File: src/vseq_pkg.sv
// Shared sizes, enums and packed structs of the vector sequencer, used by RTL and testbench
package vseq_pkg;

  //////////////////////////////////////////////////////////////////////
  // Sizes
  //////////////////////////////////////////////////////////////////////

  // Instruction IDs that can be in flight at once
  localparam int unsigned NR_VINSN     = 8;
  // Architectural vector registers
  localparam int unsigned NR_VREGS     = 32;
  // ALU, multiplier, load unit and store unit
  localparam int unsigned NR_UNITS     = 4;
  // Credits each unit holds out of reset
  localparam int unsigned UNIT_CREDITS = 2;

  localparam int unsigned VID_W  = $clog2(NR_VINSN);
  localparam int unsigned VREG_W = $clog2(NR_VREGS);

  //////////////////////////////////////////////////////////////////////
  // Scalar types
  //////////////////////////////////////////////////////////////////////

  typedef logic [VID_W-1:0]    vid_t;
  typedef logic [VREG_W-1:0]   vreg_t;
  typedef logic [1:0]          credit_t;
  // One bit per instruction ID
  typedef logic [NR_VINSN-1:0] vmask_t;

  // Functional units, value doubles as index into per-unit arrays
  typedef enum logic [1:0] {
    UNIT_ALU,
    UNIT_MUL,
    UNIT_LOAD,
    UNIT_STORE
  } unit_e;

  // Operations, grouped in ranges per unit
  typedef enum logic [3:0] {
    VADD,
    VSUB,
    VAND,
    VOR,
    VMUL,
    VMACC,
    VLE,
    VSE,
    VMVSX
  } vop_e;

  //////////////////////////////////////////////////////////////////////
  // Structs
  //////////////////////////////////////////////////////////////////////

  // Request from the dispatcher
  typedef struct packed {
    vop_e  op;
    vreg_t vs1;
    logic  use_vs1;
    vreg_t vs2;
    logic  use_vs2;
    vreg_t vd;
    logic  use_vd;
  } vseq_req_t;

  // Instruction issued to a functional unit
  typedef struct packed {
    vid_t   id;
    vop_e   op;
    unit_e  unit;
    vreg_t  vs1;
    logic   use_vs1;
    vreg_t  vs2;
    logic   use_vs2;
    vreg_t  vd;
    logic   use_vd;
    vmask_t hazard;
  } vseq_issue_t;

  // Completion report from one unit
  typedef struct packed {
    logic valid;
    vid_t id;
  } unit_done_t;

  // Last reader or last writer of one vector register
  typedef struct packed {
    vid_t vid;
    logic valid;
  } vreg_entry_t;

endpackage

File: src/vid_tracker.sv
// Keeps the set of running instruction IDs, offers the lowest free ID and flags idle
`timescale 1ns/1ps

module vid_tracker (
  input  logic                                          clk_i,
  input  logic                                          rst_ni,
  // Allocation of the offered ID on accept
  input  logic                                          alloc_i,
  input  vseq_pkg::vid_t                                alloc_id_i,
  // Completions, one slot per unit
  input  vseq_pkg::unit_done_t [vseq_pkg::NR_UNITS-1:0] done_i,
  // Lowest free ID and status
  output vseq_pkg::vid_t                                next_id_o,
  output logic                                          full_o,
  output vseq_pkg::vmask_t                              running_o,
  output logic                                          idle_o
);

  // Set bit means the ID is in flight somewhere
  vseq_pkg::vmask_t running_d, running_q;

  vseq_pkg::vid_t free_id;
  logic           free_found;

  //////////////////////////////////////////////////////////////////////
  // Free ID search
  //////////////////////////////////////////////////////////////////////

  // Zero search from the top down so the last hit is the lowest clear bit
  always_comb begin : p_free_search
    free_id    = '0;
    free_found = 1'b0;
    for (int i = vseq_pkg::NR_VINSN - 1; i >= 0; i--) begin
      if (!running_q[i]) begin
        free_id    = vseq_pkg::vid_t'(i);
        free_found = 1'b1;
      end
    end
  end

  assign next_id_o = free_id;
  // No clear bit left
  assign full_o    = !free_found;

  //////////////////////////////////////////////////////////////////////
  // Running bitmap
  //////////////////////////////////////////////////////////////////////

  always_comb begin : p_running_next
    running_d = running_q;
    // Completions free their IDs
    for (int u = 0; u < vseq_pkg::NR_UNITS; u++) begin
      if (done_i[u].valid) begin
        running_d[done_i[u].id] = 1'b0;
      end
    end
    // A new ID is always a free one, so it never collides with a completion
    if (alloc_i) begin
      running_d[alloc_id_i] = 1'b1;
    end
  end

  always_ff @(posedge clk_i or negedge rst_ni) begin : p_running_ff
    if (!rst_ni) begin
      running_q <= '0;
    end else begin
      running_q <= running_d;
    end
  end

  assign running_o = running_q;
  // Idle straight from the registered bitmap
  assign idle_o    = ~|running_q;

endmodule

File: src/reg_scoreboard.sv
// Per-register last reader and last writer lists, giving the hazard vector of the current request
`timescale 1ns/1ps

module reg_scoreboard (
  input  logic                  clk_i,
  input  logic                  rst_ni,
  // Request under evaluation
  input  vseq_pkg::vseq_req_t   req_i,
  // Accept strobe and the ID given to the request
  input  logic                  accept_i,
  input  vseq_pkg::vid_t        accept_id_i,
  // IDs still in flight
  input  vseq_pkg::vmask_t      running_i,
  // Running IDs the request depends on
  output vseq_pkg::vmask_t      hazard_o
);

  // Stored lists
  vseq_pkg::vreg_entry_t [vseq_pkg::NR_VREGS-1:0] read_list_d, read_list_q;
  vseq_pkg::vreg_entry_t [vseq_pkg::NR_VREGS-1:0] write_list_d, write_list_q;

  // Lists with finished IDs dropped
  vseq_pkg::vreg_entry_t [vseq_pkg::NR_VREGS-1:0] read_live, write_live;

  // Entries looked up for the request
  vseq_pkg::vreg_entry_t vs1_writer, vs2_writer, vd_reader, vd_writer;

  //////////////////////////////////////////////////////////////////////
  // Entry validity
  //////////////////////////////////////////////////////////////////////

  // An entry only counts while its ID is running
  always_comb begin : p_live
    for (int v = 0; v < vseq_pkg::NR_VREGS; v++) begin
      read_live[v]        = read_list_q[v];
      read_live[v].valid  = read_list_q[v].valid & running_i[read_list_q[v].vid];
      write_live[v]       = write_list_q[v];
      write_live[v].valid = write_list_q[v].valid & running_i[write_list_q[v].vid];
    end
  end

  //////////////////////////////////////////////////////////////////////
  // Hazard vector
  //////////////////////////////////////////////////////////////////////

  assign vs1_writer = write_live[req_i.vs1];
  assign vs2_writer = write_live[req_i.vs2];
  assign vd_reader  = read_live[req_i.vd];
  assign vd_writer  = write_live[req_i.vd];

  always_comb begin : p_hazard
    hazard_o = '0;
    // Read after write on the used sources
    if (req_i.use_vs1 && vs1_writer.valid) begin
      hazard_o[vs1_writer.vid] = 1'b1;
    end
    if (req_i.use_vs2 && vs2_writer.valid) begin
      hazard_o[vs2_writer.vid] = 1'b1;
    end
    // Write after read on the destination
    if (req_i.use_vd && vd_reader.valid) begin
      hazard_o[vd_reader.vid] = 1'b1;
    end
    // Write after write on the destination
    if (req_i.use_vd && vd_writer.valid) begin
      hazard_o[vd_writer.vid] = 1'b1;
    end
  end

  //////////////////////////////////////////////////////////////////////
  // List update
  //////////////////////////////////////////////////////////////////////

  // Stale entries are cleared so a reused ID never revives them
  always_comb begin : p_list_next
    read_list_d  = read_live;
    write_list_d = write_live;
    if (accept_i) begin
      if (req_i.use_vd) begin
        write_list_d[req_i.vd] = '{vid: accept_id_i, valid: 1'b1};
      end
      if (req_i.use_vs1) begin
        read_list_d[req_i.vs1] = '{vid: accept_id_i, valid: 1'b1};
      end
      if (req_i.use_vs2) begin
        read_list_d[req_i.vs2] = '{vid: accept_id_i, valid: 1'b1};
      end
    end
  end

  always_ff @(posedge clk_i or negedge rst_ni) begin : p_list_ff
    if (!rst_ni) begin
      read_list_q  <= '0;
      write_list_q <= '0;
    end else begin
      read_list_q  <= read_list_d;
      write_list_q <= write_list_d;
    end
  end

endmodule

File: src/unit_credits.sv
// Credit counters for the functional units, spent on accept and returned on completion
`timescale 1ns/1ps

module unit_credits (
  input  logic                                          clk_i,
  input  logic                                          rst_ni,
  // Accepted instruction and its unit
  input  logic                                          issue_i,
  input  vseq_pkg::unit_e                               issue_unit_i,
  // Each valid completion returns one credit
  input  vseq_pkg::unit_done_t [vseq_pkg::NR_UNITS-1:0] done_i,
  // Unit can take at least one more instruction
  output logic [vseq_pkg::NR_UNITS-1:0]                 has_credit_o
);

  //////////////////////////////////////////////////////////////////////
  // One counter per unit
  //////////////////////////////////////////////////////////////////////

  for (genvar u = 0; u < vseq_pkg::NR_UNITS; u++) begin : gen_credit
    vseq_pkg::credit_t credit_q;
    logic              take;
    logic              give;

    // Spend on an accept aimed at this unit
    assign take = issue_i && (issue_unit_i == vseq_pkg::unit_e'(u));
    assign give = done_i[u].valid;

    // Spend and return in one cycle cancel out
    always_ff @(posedge clk_i or negedge rst_ni) begin : p_credit_ff
      if (!rst_ni) begin
        credit_q <= vseq_pkg::credit_t'(vseq_pkg::UNIT_CREDITS);
      end else if (take && !give) begin
        credit_q <= credit_q - vseq_pkg::credit_t'(1);
      end else if (give && !take) begin
        credit_q <= credit_q + vseq_pkg::credit_t'(1);
      end
    end

    assign has_credit_o[u] = |credit_q;
  end

endmodule

File: src/issue_ctrl.sv
// Decodes the target unit, applies the stall rules and registers the instruction sent to the units
`timescale 1ns/1ps

module issue_ctrl (
  input  logic                          clk_i,
  input  logic                          rst_ni,
  // Dispatcher handshake
  input  vseq_pkg::vseq_req_t           req_i,
  input  logic                          req_valid_i,
  output logic                          req_ready_o,
  // State of tracker, credits and scoreboard
  input  vseq_pkg::vid_t                next_id_i,
  input  logic                          full_i,
  input  logic [vseq_pkg::NR_UNITS-1:0] has_credit_i,
  input  vseq_pkg::vmask_t              hazard_i,
  // Accept strobe to the bookkeeping blocks
  output logic                          accept_o,
  output vseq_pkg::unit_e               accept_unit_o,
  // Issue channel to the units
  output vseq_pkg::vseq_issue_t         issue_o,
  output logic                          issue_valid_o
);

  // Operation ranges per unit
  function automatic vseq_pkg::unit_e unit_of(vseq_pkg::vop_e op);
    case (op) inside
      [vseq_pkg::VADD:vseq_pkg::VOR]: unit_of = vseq_pkg::UNIT_ALU;
      vseq_pkg::VMVSX:                unit_of = vseq_pkg::UNIT_ALU;
      [vseq_pkg::VMUL:vseq_pkg::VMACC]: unit_of = vseq_pkg::UNIT_MUL;
      vseq_pkg::VLE:                  unit_of = vseq_pkg::UNIT_LOAD;
      vseq_pkg::VSE:                  unit_of = vseq_pkg::UNIT_STORE;
      default:                        unit_of = vseq_pkg::UNIT_ALU;
    endcase
  endfunction

  vseq_pkg::unit_e       req_unit;
  logic                  no_operand_hazard;
  vseq_pkg::vseq_issue_t issue_q;
  logic                  issue_valid_q;

  //////////////////////////////////////////////////////////////////////
  // Ready rule
  //////////////////////////////////////////////////////////////////////

  assign req_unit = unit_of(req_i.op);

  // Without vector sources there is no operand path to chain on, so wait out any hazard
  assign no_operand_hazard = !req_i.use_vs1 && !req_i.use_vs2 && (|hazard_i);

  // Free ID, a credit at the target unit and no blocked no-operand case
  assign req_ready_o   = !full_i && has_credit_i[req_unit] && !no_operand_hazard;
  assign accept_o      = req_valid_i && req_ready_o;
  assign accept_unit_o = req_unit;

  //////////////////////////////////////////////////////////////////////
  // Issue register
  //////////////////////////////////////////////////////////////////////

  // One-cycle pulse after each accept
  always_ff @(posedge clk_i or negedge rst_ni) begin : p_issue_valid_ff
    if (!rst_ni) begin
      issue_valid_q <= 1'b0;
    end else begin
      issue_valid_q <= accept_o;
    end
  end

  // Payload only loads on accept
  always_ff @(posedge clk_i) begin : p_issue_ff
    if (accept_o) begin
      issue_q <= '{
        id:      next_id_i,
        op:      req_i.op,
        unit:    req_unit,
        vs1:     req_i.vs1,
        use_vs1: req_i.use_vs1,
        vs2:     req_i.vs2,
        use_vs2: req_i.use_vs2,
        vd:      req_i.vd,
        use_vd:  req_i.use_vd,
        hazard:  hazard_i
      };
    end
  end

  assign issue_o       = issue_q;
  assign issue_valid_o = issue_valid_q;

endmodule

File: src/vseq_top.sv
// Top level of the vector sequencer, joining ID tracker, scoreboard, credits and issue control
`timescale 1ns/1ps

module vseq_top (
  input  logic                                          clk_i,
  input  logic                                          rst_ni,
  // Dispatcher side
  input  vseq_pkg::vseq_req_t                           req_i,
  input  logic                                          req_valid_i,
  output logic                                          req_ready_o,
  // Unit side
  output vseq_pkg::vseq_issue_t                         issue_o,
  output logic                                          issue_valid_o,
  input  vseq_pkg::unit_done_t [vseq_pkg::NR_UNITS-1:0] done_i,
  // Nothing in flight
  output logic                                          idle_o
);

  //////////////////////////////////////////////////////////////////////
  // Internal nets
  //////////////////////////////////////////////////////////////////////

  logic                          accept;
  vseq_pkg::unit_e               accept_unit;
  vseq_pkg::vid_t                next_id;
  logic                          full;
  vseq_pkg::vmask_t              running;
  vseq_pkg::vmask_t              hazard;
  logic [vseq_pkg::NR_UNITS-1:0] has_credit;

  //////////////////////////////////////////////////////////////////////
  // Blocks
  //////////////////////////////////////////////////////////////////////

  // Running IDs, the offered ID is the one allocated on accept
  vid_tracker i_vid_tracker (
    .clk_i      (clk_i),
    .rst_ni     (rst_ni),
    .alloc_i    (accept),
    .alloc_id_i (next_id),
    .done_i     (done_i),
    .next_id_o  (next_id),
    .full_o     (full),
    .running_o  (running),
    .idle_o     (idle_o)
  );

  // Register lists and hazard vector
  reg_scoreboard i_reg_scoreboard (
    .clk_i       (clk_i),
    .rst_ni      (rst_ni),
    .req_i       (req_i),
    .accept_i    (accept),
    .accept_id_i (next_id),
    .running_i   (running),
    .hazard_o    (hazard)
  );

  // Flow control toward the units
  unit_credits i_unit_credits (
    .clk_i        (clk_i),
    .rst_ni       (rst_ni),
    .issue_i      (accept),
    .issue_unit_i (accept_unit),
    .done_i       (done_i),
    .has_credit_o (has_credit)
  );

  issue_ctrl i_issue_ctrl (
    .clk_i         (clk_i),
    .rst_ni        (rst_ni),
    .req_i         (req_i),
    .req_valid_i   (req_valid_i),
    .req_ready_o   (req_ready_o),
    .next_id_i     (next_id),
    .full_i        (full),
    .has_credit_i  (has_credit),
    .hazard_i      (hazard),
    .accept_o      (accept),
    .accept_unit_o (accept_unit),
    .issue_o       (issue_o),
    .issue_valid_o (issue_valid_o)
  );

endmodule

File: config.mk
export PLATFORM = sky130hd
export DESIGN_NAME = vseq_top
export DESIGN_NICKNAME = d
export VERILOG_FILES = /design/src/vseq_pkg.sv /design/src/vid_tracker.sv /design/src/reg_scoreboard.sv /design/src/unit_credits.sv /design/src/issue_ctrl.sv /design/src/vseq_top.sv
export SDC_FILE = /design/constraint.sdc
export NUM_CORES = 1
export LEC_CHECK = 0
export BUFFER_PORTS_ARGS = -buffer_cell sky130_fd_sc_hd__buf_2
export CAP_MARGIN = 0
export CELL_PAD_IN_SITES_DETAIL_PLACEMENT = 1
export CELL_PAD_IN_SITES_GLOBAL_PLACEMENT = 2
export CORE_MARGIN = 8
export CORE_UTILIZATION = 34
export DETAILED_ROUTE_END_ITERATION = 7
export GPL_ROUTABILITY_DRIVEN = 0
export PLACE_DENSITY_LB_ADDON = 0.1
export SYNTH_ARGS = -nofsm -noshare
export SYNTH_HDL_FRONTEND = slang
export SYNTH_SLANG_ARGS = --single-unit
File: constraint.sdc
create_clock -name clk_i -period 5.8 [get_ports clk_i]
set_input_delay 0.58 -clock clk_i [delete_from_list [all_inputs] [get_ports clk_i]]
set_output_delay 0.58 -clock clk_i [all_outputs]
set_load 0.02 [all_outputs]
=== Word level (Yosys, flattened, before mapping) ===
Cells that the tools add are included.

* Flip-flop bits (word level): 308
* Input bits: 41
* Output and inout port bits: 38
* Word-level logic and storage cells: 595

* $add $sub $neg: 8
* Order comparisons: 93
* Equal/unequal tests: 6
* Muxes and demuxes: 209
* Bitwise gates (word level): 76
* Reductions and logical operators: 59

{| class="wikitable"
|+ Operators by type and width
! cell !! number
|-
| 128-bit bitwise mux || 3
|-
| 128-bit 2-to-1 mux || 3
|-
| 125-bit 2-to-1 mux || 3
|-
| 3-bit by 4-bit < comparator with 1-bit output (second input constant) || 73
|-
| 1-bit binary-select mux with 3-bit select || 64
|-
| 1-bit 2-to-1 mux || 82
|-
| 4-bit binary-select mux with 5-bit select || 4
|-
| 8-bit 2-to-1 mux || 9
|-
| 1-bit AND || 64
|-
| 4-bit demux with 5-bit select || 3
|-
| 1-bit logical AND || 35
|-
| 8-bit AND || 4
|-
| 8-bit inverter || 4
|-
| 8-bit bitwise OR || 4
|-
| 4-bit 2-to-1 mux || 7
|-
| 1-bit demux with 3-bit select || 9
|-
| 3-bit by 1-bit >= comparator with 1-bit output (second input constant) || 9
|-
| 2-bit 2-to-1 mux || 13
|-
| 3-bit 2-to-1 mux || 8
|-
| 5-bit by 6-bit < comparator with 1-bit output (second input constant) || 3
|-
| 8-bit OR reduction || 2
|-
| 5-bit by 1-bit >= comparator with 1-bit output (second input constant) || 3
|-
| 1-bit logical NOT || 12
|-
| 2-bit by 1-bit adder with 2-bit output (second input constant) || 4
|-
| 15 further kinds || 26
|}

=== Depth between registers and ports, before layout ===
Gate-level depths: netlist (run 1).

* Depth in word-level cells: 26
* Mapped depth: 22
* Gate-level depth less buffers: 16

=== Cells and area by module ===
A second synthesis (run 1) with hierarchy kept.

* Cells, all modules: 2009
* Area, all modules: 22318.9 µm²

{| class="wikitable"
|+ By module, submodules not included
! module !! times used !! cells each !! area each (µm²) !! sequential area each (µm²)
|-
| reg_scoreboard || 1 || 1833 || 19989.2 || 6406.1
|-
| issue_ctrl || 1 || 48 || 1188.6 || 1076.0
|-
| vid_tracker || 1 || 87 || 695.7 || 200.2
|-
| unit_credits || 1 || 41 || 445.4 || 205.2
|}

=== Worst setup path after synthesis (run 1) ===
No wires, ideal clock.

* Kind: input to register
* Start: input port req_i[2] (netlist bit)
* End: register i_issue_ctrl.issue_q, in the netlist i_issue_ctrl.issue_o[0], enable pin
* Library setup time: 0.390 ns
* Arrival time: 4.972 ns
* Data required time: 5.410 ns
* Slack: 0.438 ns
* Stages: 16
* Buffers on the path: 6
* Path through: clkbuf_1 > buf_2 > buf_2 > buf_2 > buf_2 > mux4_2 > a22oi_1 > and4_1 > nor2_1 > nor4b_1 > or4_1 > or4_1 > o41a_1 > nand2b_4 > buf_2 > inv_1

* Longest elaborated chain between the ends: 15
* Elaborated cells between the ends (all ways): 25
* Classes of those cells: order compare (4); mux (10); bitwise (2); reduce/logical (9)

{| class="wikitable"
|+ RTL lines
! what !! RTL line !! source
|-
| start: declaration || vseq_top.sv:8 || <nowiki>input vseq_pkg::vseq_req_t req_i,</nowiki>
|-
| 4-bit binary-select mux with 5-bit select || reg_scoreboard.sv:48 || <nowiki>assign vd_reader = read_live[req_i.vd];</nowiki>
|-
| 4-bit 2-to-1 mux (implied by the code) || reg_scoreboard.sv:48 ||
|-
| 3-bit by 4-bit < comparator with 1-bit output (implied by the code) or 3-bit by 1-bit >= comparator with 1-bit output (tied branches) || reg_scoreboard.sv:62 || <nowiki>hazard_o[vd_reader.vid] = 1'b1;</nowiki>
|-
| 1-bit logical AND (implied by the code) || reg_scoreboard.sv:62 ||
|-
| 1-bit 2-to-1 mux (implied by the code) || reg_scoreboard.sv:62 ||
|-
| 1-bit demux with 3-bit select || - ||
|-
| 8-bit bitwise OR (no source line) || - ||
|-
| 8-bit 2-to-1 mux || reg_scoreboard.sv:61 || <nowiki>if (req_i.use_vd && vd_reader.valid) begin</nowiki>
|-
| 8-bit bitwise OR (no source line) || - ||
|-
| 8-bit 2-to-1 mux (*) || reg_scoreboard.sv:65 || <nowiki>if (req_i.use_vd && vd_writer.valid) begin</nowiki>
|-
| via hazard[2] || vseq_top.sv:28 || <nowiki>vseq_pkg::vmask_t hazard;</nowiki>
|-
| 8-bit OR reduction (*) || issue_ctrl.sv:48 || <nowiki>assign no_operand_hazard = !req_i.use_vs1 && !req_i.use_vs2 && (|hazard_i);</nowiki>
|-
| 1-bit logical AND (*) || issue_ctrl.sv:48 ||
|-
| 1-bit logical NOT (*) || issue_ctrl.sv:51 || <nowiki>assign req_ready_o = !full_i && has_credit_i[req_unit] && !no_operand_hazard;</nowiki>
|-
| 1-bit logical AND (*) || issue_ctrl.sv:51 ||
|-
| 1-bit logical AND (*) || issue_ctrl.sv:52 || <nowiki>assign accept_o = req_valid_i && req_ready_o;</nowiki>
|-
| via accept || vseq_top.sv:23 || <nowiki>logic accept;</nowiki>
|-
| end signal: assignment || issue_ctrl.sv:71 || <nowiki>issue_q <= '{</nowiki>
|-
| end: declaration || issue_ctrl.sv:38 || <nowiki>vseq_pkg::vseq_issue_t issue_q;</nowiki>
|}

The timed path passes the listed nets; every way through them passes the cells marked *. The select of a mux whose other input is x is not followed.
A chain may end at the register's enable or synchronous reset.

=== Worst setup path after layout (run 1) ===
* Start: register i_vid_tracker.running_q[0] (netlist: i_vid_tracker.running_o[0])
* End: output port req_ready_o

* Longest elaborated chain between the ends: 17
* Elaborated cells between the ends (all ways): 217
* Classes of those cells: mux (141); bitwise (67); reduce/logical (9)

{| class="wikitable"
|+ RTL lines
! what !! RTL line !! source
|-
| start: declaration || vid_tracker.sv:20 || <nowiki>vseq_pkg::vmask_t running_d, running_q;</nowiki>
|-
| start signal: assignment || vid_tracker.sv:67 || <nowiki>running_q <= running_d;</nowiki>
|-
| 1-bit binary-select mux with 3-bit select || reg_scoreboard.sv:38 || <nowiki>write_live[v].valid = write_list_q[v].valid & running_i[write_list_q[v].vid];</nowiki>
|-
| 1-bit 2-to-1 mux (implied by the code) || reg_scoreboard.sv:38 ||
|-
| 1-bit AND || reg_scoreboard.sv:38 ||
|-
| 4-bit binary-select mux with 5-bit select || reg_scoreboard.sv:46 || <nowiki>assign vs1_writer = write_live[req_i.vs1];</nowiki>
|-
| 4-bit 2-to-1 mux (implied by the code) || reg_scoreboard.sv:46 ||
|-
| 1-bit logical AND || reg_scoreboard.sv:54 || <nowiki>if (req_i.use_vs1 && vs1_writer.valid) begin</nowiki>
|-
| 8-bit 2-to-1 mux || reg_scoreboard.sv:54 ||
|-
| 8-bit bitwise OR (no source line) || - ||
|-
| (+2 left out) || - ||
|-
| 8-bit 2-to-1 mux || reg_scoreboard.sv:61 ||
|-
| 8-bit bitwise OR (no source line) || - ||
|-
| 8-bit 2-to-1 mux (*) || reg_scoreboard.sv:65 ||
|-
| via hazard[3] || vseq_top.sv:28 ||
|-
| 8-bit OR reduction (*) || issue_ctrl.sv:48 ||
|-
| 1-bit logical AND (*) || issue_ctrl.sv:48 ||
|-
| 1-bit logical NOT (*) || issue_ctrl.sv:51 ||
|-
| 1-bit logical AND (*) || issue_ctrl.sv:51 ||
|-
| end: declaration || vseq_top.sv:10 || <nowiki>output logic req_ready_o,</nowiki>
|}

Marks and branches as above.

==> flow_summary.toml, run 1 <==
[worst_hold_path]
hp-class = "in -> async"

[detailed_routing]
drt_iter0_drc = 1815
dr_total_vias = 18800
wire_per_inst_um = 31.0
via_per_inst = 6.28
drc = 0
firstDrtPassIters = 5
ant_nets = 0
drt-total-wl_um = 92900

[power]
p_comb_share_pct = 35.8
pwr_density_cell_mw_per_mm2 = 350
power_frac_seq_pct = 35.7
swShare_pct = 38.0
total_power_mw = 8.88
power.leakage_nw = 10.1
p_clk_share_pct = 28.5
p_sw_mw = 3.38
ir_worst_vdd_v = 0.000252
p_int_mw = 5.51

[global_routing]
grt_first_pass_wirelength_um = 138000
grt_remaining_overflow = 0
grt_pass1_vias = 19700
grt_max_degree = 102
grt.total_usage_pct = 24.9
antenna_found_initial = 7

[worst_setup_path]
start_kind = "register"
cp.arrival_ns = 5.15
reg2regPathDepth = 16
reg2reg_to = "i_unit_credits.gen_credit[3].credit_q[1]$_DFFE_PN1P_"
critPathMaxFanout = 22
path_class = "reg -> out"
crit_required_ns = 5.22
rrSetupSlack_ns = 0.57
regToRegStartpoint = "i_vid_tracker.running_o[0]$_DFF_PN0_"
cp-end-kind = "output port"

[yosys]
synthSimpleGateAreaFrac_pct = 17.6
ys_seq_elements = 308
synth_area_per_cell_sq_um = 10.7
synth_area_leaders = "dfrtp_1 31%, mux4_2 16%, mux2i_1 5.1%"
yosys.cell_types.count = 87
synth-edff-count = 35
synthXorXnorAreaFrac_pct = 0.480
ys.flop_type = "dfrtp_1"
yosys-mux-area-fraction_pct = 30.0
synth_nets = 2085
synthAdderAreaFrac_pct = 0.229
synthCells = 2040
ys_seq_area_share_pct = 36.0
syn_area_sq_mm = 0.0219
synth_most_common_cell = "dfrtp_1"
synth_top_cell_area_share_pct = 30.7
synth_compound_area_share_pct = 11.3
synth_top_family_by_area = "multiplexers"
synth_top_cell_by_area = "dfrtp_1"
yosysWarningCount = 0
synth_common_cells = "269 x dfrtp_1, 246 x nand2_1, 156 x mux4_2"
synthArstFlopShare_pct = 88.6

[timing]
setup_viol = 0
tightestPinTransition_ns = 0.982
clock_skew_ns = 0.0208
fin_crit_sh_pct = 98.8
hold_viol = 0
clock.fmax_ghz = 0.174
layout_setup_ws_ns = 0.0667
post-route-min-period_ns = 5.73
final.setup.tns_ns = 0
slew_headroom_pct = 34.0
slew_viol_final = 0

[clock_network]
insertion_delay_ns = 0.58
htreeDepth = 2
ctsRootBufferMaster = "clkbuf_16"
cts_buffers = 40
clkTransAtPathRegs_ns = 0.06
cts_max_path_buffers = 3
cts_tree = "yes"
cts.sinks = 308

[floorplanning]
io-pin-count = 79
dieWidth_um = 270
die_h_um = 270
start_util_pct = 34.1
die_area_sq_mm = 0.0728
core_area_sq_mm = 0.0641
rows = 93

[finish]
drive_above_1_share_pct = 29.2
utilization_pct = 39.5
nNetsFinal = 2162
area_growth_pct = 15.8
insertedDiodeCount = 0
instances_no_fill = 3002

[placement]
dp_cells = 2916
dp_slack_ns = 0.324
portBuffers = 78
dpl.hpwl_um = 65800

[run_status]
status = "finished, final reports clean"

[flow_run]
cap_viol_max_count = 0
-- layout by cell type, fill, tap and decap left out, types with 32 or more instances in the layout --
cell type  netlist  final
mux4_2         156    156
nor2_1          87     87
nand2b_1        32     32
a22oi_1         56     55
o21ai_0        104    104
clkbuf_16        0     41
o22ai_1         50     50
dfrtp_1        269    261
nand3_1         68     68
buf_2           37     74
nand2_1        246    245
mux2_1          75     75
edfxtp_1        35     35
nor2b_1         33     33
mux2i_1        112    112
buf_4            1    108
mux2_2          96     96
-- power by group through the flow --
stage,registers (mW),logic (mW),clock network (mW)
floorplan,2.92,2.09,0
global placement,3.21,3.03,0
CTS,3.19,3.15,2.61
detailed placement,3.23,3.10,0
finish,3.17,3.18,2.53
global route,3.24,3.38,2.68
-- repair_timing --
action,4_1_cts,5_1_grt
endpoints found under the setup margin,1,1
pin swaps,0,8
hold buffers,0,0
buffers inserted,6,8
resized for setup,10,13
-- worst max-delay path: stages (launching register included) --
cell and delay [ns]:
dfrtp_4 0.62, mux4_2 0.51, o2111a_1 0.40, o32ai_1 0.37, a2111oi_0 0.16, buf_4 0.20, nand2_1 0.07, buf_4 0.13
nor3_1 0.05, or4_1 0.56, or4_4 0.50, o41a_4 0.54, buf_4 0.20, nor2b_1 0.11, buf_4 0.15
-- per-stage QoR --
stage / instance area [sq um] / hold slack (ns)
finish: 25300 / 0.00838
global route: 25300 / 0.0730
CTS: 25200 / 0.0767
detailed placement: 23800 / 0.461
global placement: 23800 / 0.458
floorplan: 21900 / 0.284
-- state kept, by name, indices dropped and copies added (netlist names) --
signal / count
i_issue_ctrl.issue_valid_o: 1
i_issue_ctrl.issue_o: 35
i_reg_scoreboard.read_list_q: 128
i_vid_tracker.running_o: 8
i_unit_credits.gen_credit.credit_q: 8
i_reg_scoreboard.write_list_q: 128
-- kinds of logic (layout without fill, tap and decap cells) --
group	after synthesis	in the layout
AO/OA/AOI/OAI	357	357
adder cells (fa/ha/maj)	4	4
flip-flops	308	308
multiplexers	439	439
AND/OR/NAND/NOR	709	709
XOR/XNOR	12	12
buffers and inverters	211	318
-- per-layer routing --
layer	GRT usage [%]	vias up	routed length, um
met3	3.89	119	5840
li1	-	7974	-
met5	0	-	13
met2	40.7	685	44000
met4	5.47	2	1820
met1	34.8	10100	41300
-- worst max-delay path by stage --
stage               cells past startpoint  slack (ns)                                      endpoint                            startpoint
global placement                       13        0.35  i_reg_scoreboard.write_list_q[2]$_DFFE_PN0P_                              req_i[5]
floorplan                              16        0.44             i_issue_ctrl.issue_o[0]$_DFFE_PN_                              req_i[2]
CTS                                    15        0.07                                   req_ready_o  i_vid_tracker.running_o[6]$_DFF_PN0_
detailed placement                     13        0.32  i_reg_scoreboard.write_list_q[2]$_DFFE_PN0P_                              req_i[5]
finish                                 14        0.07                                   req_ready_o  i_vid_tracker.running_o[0]$_DFF_PN0_
global route                           17       -0.01                                   req_ready_o  i_vid_tracker.running_o[1]$_DFF_PN0_
-- layout make-up --
type                            count  area [sq um]
Clock buffer                       63          1210
Fill cell                        6979         38800
Multi-Input combinational cell   1521         13200
Tap cell                          855          1070
Clock inverter                      9           110
Sequential cell                   308          7910
Inverter                           34           128
Timing Repair Buffer              212          1750
Power figures use the tool's default switching activity.
==> run 2, diff against run 1 <==
- ABC_AREA: unset -> 1
- HOLD_SLACK_MARGIN: unset -> 0.02
- PLACE_DENSITY_LB_ADDON: 0.1 -> 0.08
==> flow_summary.toml, run 2 <==
[run_status]
status = "finished, final reports clean"

[timing]
final.setup.tns_ns = 0
clock_skew_ns = 0.0259
fin_crit_sh_pct = 94.5
setup_viol = 0
post-route-min-period_ns = 5.48
rsz0062_at_grt = "false"
hold_viol = 0
layout_setup_ws_ns = 0.320
slew_headroom_pct = 11.6
clock.fmax_ghz = 0.182
slew_viol_final = 0
tightestPinTransition_ns = 1.33

[clock_network]
cts_resized = 0
cts_max_path_buffers = 3
clkTransAtPathRegs_ns = 0.06
cts.sinks = 308
htreeDepth = 2
ctsRootBufferMaster = "clkbuf_16"
ctsHoldBuffers = 0
cts_buffers = 41
insertion_delay_ns = 0.59
cts_tree = "yes"
cts_setup_buffers = 0

[worst_setup_path]
critPathMaxStageDelay_ns = 0.56
reg2regPathDepth = 24
slowest_stage = "dfrtp_1"
path_class = "reg -> out"
regToRegStartpoint = "i_vid_tracker.running_o[3]$_DFF_PN0_"
crit_required_ns = 5.22
start_kind = "register"
reg2reg_to = "i_reg_scoreboard.read_list_q[87]$_DFFE_PN0N_"
crit_chain = "inv_2 -> nand2_1 -> nand3_1 -> nand3_1 -> nand3_1 -> nand2_1 -> nand2_1 -> nor2_1 -> nand2_1 -> nor2_1 -> nand2_1 -> nor2_1 -> nand3_1 -> nand3_1 -> nor2_1 -> nand2_1 -> nor2_1 -> nand2_1 -> nand2_1 -> nand2_1 -> inv_1 -> buf_2"
cp-end-kind = "output port"
cpMostUsedCell = "nand2_1"
critPathMaxFanout = 26
cp.arrival_ns = 4.90
rrSetupSlack_ns = 0.60

[floorplanning]
dieWidth_um = 269
die_h_um = 269
core_area_sq_mm = 0.0632
io-pin-count = 79
start_util_pct = 34.4
die_area_sq_mm = 0.0723
rows = 92

[finish]
nNetsFinal = 3372
drive_above_1_share_pct = 7.98
fillers = 8079
final_cell_mix = "1156 x nand2_1, 421 x nand3_1, 278 x inv_1"
area_growth_pct = 13.1
mostFrequentLayoutCell = "nand2_1"

[global_routing]
grt_first_pass_wirelength_um = 162000
grt_pass1_vias = 25200
grt_max_degree = 129
grt_remaining_overflow = 0
antenna_found_initial = 2
grt.total_usage_pct = 29.6

[yosys]
synth_area_leaders = "dfrtp_1 31%, nand2_1 20%, nand3_1 9.7%"
synth-edff-count = 35
ys_seq_area_share_pct = 36.3
ys_seq_elements = 308
synth_top_cell_area_share_pct = 31.0
synth_top_cell_by_area = "dfrtp_1"
synth_nets = 3346
synth_common_cells = "1157 x nand2_1, 421 x nand3_1, 281 x inv_1"
syn_area_sq_mm = 0.0217
synthCells = 3301
synth_area_per_cell_sq_um = 6.58
synthArstFlopShare_pct = 88.6
synth_most_common_cell = "nand2_1"
ys.flop_type = "dfrtp_1"
yosysWarningCount = 0
yosys.cell_types.count = 43

[detailed_routing]
firstDrtPassIters = 5
drt_iter0_drc = 1995
drc = 0
ant_nets = 0
drt-total-wl_um = 108000
via_per_inst = 5.90
dr_total_vias = 24800
wire_per_inst_um = 25.8

[power]
power.leakage_nw = 11.8
ir_worst_vdd_v = 0.000254
pwr_density_cell_mw_per_mm2 = 398
total_power_mw = 9.78

[flow_run]
cap_viol_max_count = 0

[placement]
dpl.hpwl_um = 73800
portBuffers = 78
dp_slack_ns = 0.536

[worst_hold_path]
hp-class = "in -> async"
## run 2: cell count changes in the layout (fill, tap and decap cells not counted), sizes merged, moves of 95 or more
| cell | delta |
|---|---|
| nand2 | +914 |
| mux2i | -112 |
| nand3 | +354 |
| o21ai | +118 |
| mux4 | -156 |
| mux2 | -171 |
| inv | +262 |
| a21oi | +118 |
| o21bai | +95 |
| o22ai | +95 |
## run 2: cells by family after synthesis
family,share of synthesized area (%)
and+or+nand+nor,34.2
DFF,36.3
xor gates and xnor gates,0.322
buffers and inverters,8.84
AOI/OAI and AO/OA,20.1
adders and majority gates,0.230
## run 2: stage by stage
| stage | instance area (sq um) | hold WS [ns] | cells | utilization (%) |
|---|---|---|---|---|
| finish | 24600 | 0.0199 | 4206 | 38.9 |
| global route | 24600 | 0.0977 | 4205 | 38.9 |
| CTS | 24600 | 0.0928 | 4205 | 38.9 |
| detailed placement | 23300 | 0.479 | 4130 | 36.8 |
| global placement | 23300 | 0.480 | 4130 | 36.8 |
| floorplan | 21700 | 0.284 | 3301 | - |
## run 2: area by class of cell
class                           count  area [sq um]  area share, %
Clock inverter                     17           149          0.606
Clock buffer                       58          1160           4.72
Multi-Input combinational cell   2515         12000           48.6
Inverter                          301          1130           4.61
Tap cell                          846          1060           4.31
Antenna cell                        1          2.50         0.0102
Timing Repair Buffer              160          1230           5.00
Sequential cell                   308          7890           32.1
## run 2: worst max-delay path, delay by kind of cell, from the launching register on
kind / cells / cell delay (ns)
buf+inv: 3 / 0.66
simple gates: 19 / 3.07
flops: 1 / 0.56
## run 2: how the worst max path moves through the flow
stage                                    startpoint  depth (start not counted)                                             to  slack, ns
6_report       i_vid_tracker.running_o[3]$_DFF_PN0_                         22                                    req_ready_o       0.32
5_1_grt        i_vid_tracker.running_o[3]$_DFF_PN0_                         21                                    req_ready_o       0.18
4_1_cts        i_vid_tracker.running_o[3]$_DFF_PN0_                         21                                    req_ready_o       0.42
3_5_place_dp                               req_i[1]                         25   i_reg_scoreboard.read_list_q[14]$_DFFE_PN0N_       0.54
3_3_place_gp                               req_i[1]                         25    i_reg_scoreboard.read_list_q[9]$_DFFE_PN0N_       0.64
2_1_floorplan                              req_i[8]                         24  i_reg_scoreboard.read_list_q[101]$_DFFE_PN0N_       2.22
## run 2: per-layer routing
layer | track usage (%) | vias up | share of wire (%)
li1 | - | 11200 | -
met4 | 11.4 | 0 | 4.1
met2 | 47.8 | 905 | 45
met5 | 0 | - | 0
met1 | 39.5 | 12500 | 44
met3 | 4.98 | 233 | 7.0
## run 2: power breakdown
part / internal [mW] / leakage (nW) / switching (mW)
Clock: 1.48 / 0.647 / 1.05
Combinational: 1.20 / 7.40 / 2.78
Sequential: 2.66 / 3.72 / 0.599
==> run 3, diff against run 2 <==
- CAP_MARGIN: 0 -> unset
- clock period: 5.8 -> 5.6 ns (I/O delays scaled with it)
==> flow_summary.toml, run 3 (synthesis results as in run 2) <==
[run_status]
status = "finished, final reports clean"

[worst_setup_path]
critical-path-top-delay-family = "simple AND/OR/NAND/NOR gates"
path_class = "reg -> out"
critPathMaxStageDelay_ns = 0.54
start_kind = "register"
cp.arrival_ns = 4.72
reg2regPathDepth = 22
cp_num_buf_inv = 4
crit_chain = "inv_2 -> buf_12 -> nand2_1 -> nand3_1 -> nand3_1 -> nand3_1 -> nand2_1 -> nand4_1 -> and2_1 -> nor2_1 -> nand2_1 -> nor3_1 -> nor2_1 -> nand2_1 -> nor2_1 -> nand2_1 -> nand2_1 -> nand2_1 -> inv_1 -> buf_2"
critical_path_depth = 20
regToRegStartpoint = "i_vid_tracker.running_o[3]$_DFF_PN0_"
cpMostUsedCell = "nand2_1"
rrSetupSlack_ns = 0.55
crit_required_ns = 5.04
slowest_stage = "dfrtp_1"
critPathMaxFanout = 18
startpoint = "i_vid_tracker.running_o[3]$_DFF_PN0_"
cp-end-kind = "output port"
crit_end = "req_ready_o"
reg2reg_to = "i_reg_scoreboard.read_list_q[45]$_DFFE_PN0N_"

[clock_network]
cts_max_path_buffers = 3
cts_tree = "yes"
ctsRootBufferMaster = "clkbuf_16"
cts_resized = 0
insertion_delay_ns = 0.59
cts_buffers = 42
cts_setup_buffers = 0
cts.sinks = 308
clkTransAtPathRegs_ns = 0.06
ctsHoldBuffers = 0
htreeDepth = 2

[detailed_routing]
firstDrtPassIters = 6
wire_per_inst_um = 26.3
drt-total-wl_um = 111000
via_per_inst = 5.91
ant_nets = 0
dr_total_vias = 24900
drc = 0
drt_iter0_drc = 1877

[floorplanning]
die_area_sq_mm = 0.0723
die_h_um = 269
io-pin-count = 79
rows = 92
dieWidth_um = 269
core_area_sq_mm = 0.0632
start_util_pct = 34.4

[worst_hold_path]
hp-class = "in -> async"

[timing]
hold_viol = 0
holdWs_ns = 0.107
fin_crit_sh_pct = 94.3
final.setup.tns_ns = 0
slew_viol_final = 0
post-route-min-period_ns = 5.28
tightestPinTransition_ns = 1.32
layout_setup_ws_ns = 0.320
clock.fmax_ghz = 0.189
rsz0062_at_grt = "false"
setup_viol = 0
slew_headroom_pct = 11.8
clock_skew_ns = 0.0291

[placement]
portBuffers = 78
dpl.hpwl_um = 74900
dpl_cell_area_sq_mm = 0.0233
dp_slack_ns = 0.553

[finish]
insertedDiodeCount = 0
final_cell_mix = "1156 x nand2_1, 421 x nand3_1, 278 x inv_1"
drive_above_1_share_pct = 8.30
utilization_pct = 39.1
stdcell_area_sq_mm = 0.0247
area_growth_pct = 13.8
nNetsFinal = 3379
mostFrequentLayoutCell = "nand2_1"

[power]
pwr_density_cell_mw_per_mm2 = 419
p_comb_share_pct = 40.2
ir_worst_vdd_v = 0.000297
p_clk_share_pct = 26.9
p_sw_mw = 4.67
power_frac_seq_pct = 32.9
power.leakage_nw = 11.8
p_int_mw = 5.70
swShare_pct = 45.0

[flow_run]
cap_viol_max_count = 0

[global_routing]
grt.busiest_layer = "met2"
grt_use_met2_pct = 49.8
grt_pass1_vias = 25800
grt_first_pass_wirelength_um = 165000
gr-usage-met1_pct = 39.6
grt_max_degree = 129
grt_remaining_overflow = 0
antenna_found_initial = 2
gr-usage-met3_pct = 4.70
grt.total_usage_pct = 30.2
run 3: cell types whose count changed in the layout (fill, tap and decap cells not counted), moves of 2 or more:
cell / previous run / this run
buf_12: 17 / 20
buf_4: 65 / 68
bufinv_16: 2 / 5
clkbuf_1: 11 / 8
clkinv_1: 6 / 3
clkinv_4: 2 / 0
inv_6: 0 / 2
run 3: metal layers:
metal  up-vias  share of wire, %
li1      11200                 -
met1     12500                43
met2       964                45
met3       254               7.1
met4         0               4.3
met5         -                 0
run 3: how the worst min path moves through the flow:
stage                                                               from                                              endpoint  slack [ns]  cells after the start
floorplan                                                         rst_ni                  i_issue_ctrl.issue_valid_o$_DFF_PN0_        0.26                      0
global placement    i_unit_credits.gen_credit[2].credit_q[1]$_DFFE_PN1P_  i_unit_credits.gen_credit[2].credit_q[1]$_DFFE_PN1P_        0.48                      1
detailed placement  i_unit_credits.gen_credit[1].credit_q[1]$_DFFE_PN1P_  i_unit_credits.gen_credit[1].credit_q[1]$_DFFE_PN1P_        0.49                      1
CTS                                                               rst_ni            i_reg_scoreboard.read_list_q[20]$_DFF_PN0_        0.13                      1
global route                                                      rst_ni          i_reg_scoreboard.read_list_q[21]$_DFFE_PN0N_        0.17                      1
finish                                                            rst_ni          i_reg_scoreboard.read_list_q[21]$_DFFE_PN0N_        0.11                      1
run 3: area by class of cell:
type                            count  area (sq um)
Fill cell                        8057         38500
Multi-Input combinational cell   2515         12000
Sequential cell                   308          7890
Timing Repair Buffer              166          1310
Clock buffer                       54          1140
Inverter                          301          1130
Tap cell                          846          1060
Clock inverter                     19           240
run 3: power groups by stage:
stage | Sequential (mW) | Combinational, mW | Clock, mW
6_report | 3.40 | 4.17 | 2.79
3_3_place_gp | 3.39 | 3.97 | 0
3_5_place_dp | 3.43 | 4.10 | 0
4_1_cts | 3.39 | 4.13 | 2.84
2_1_floorplan | 3.18 | 2.68 | 0
5_1_grt | 3.48 | 4.52 | 2.91
run 3: stage by stage:
step / power, mW / instances
global route: 10.9 / 4209
finish: 10.4 / 4209
floorplan: 5.86 / 3301
CTS: 10.4 / 4209
global placement: 7.36 / 4136
detailed placement: 7.53 / 4136
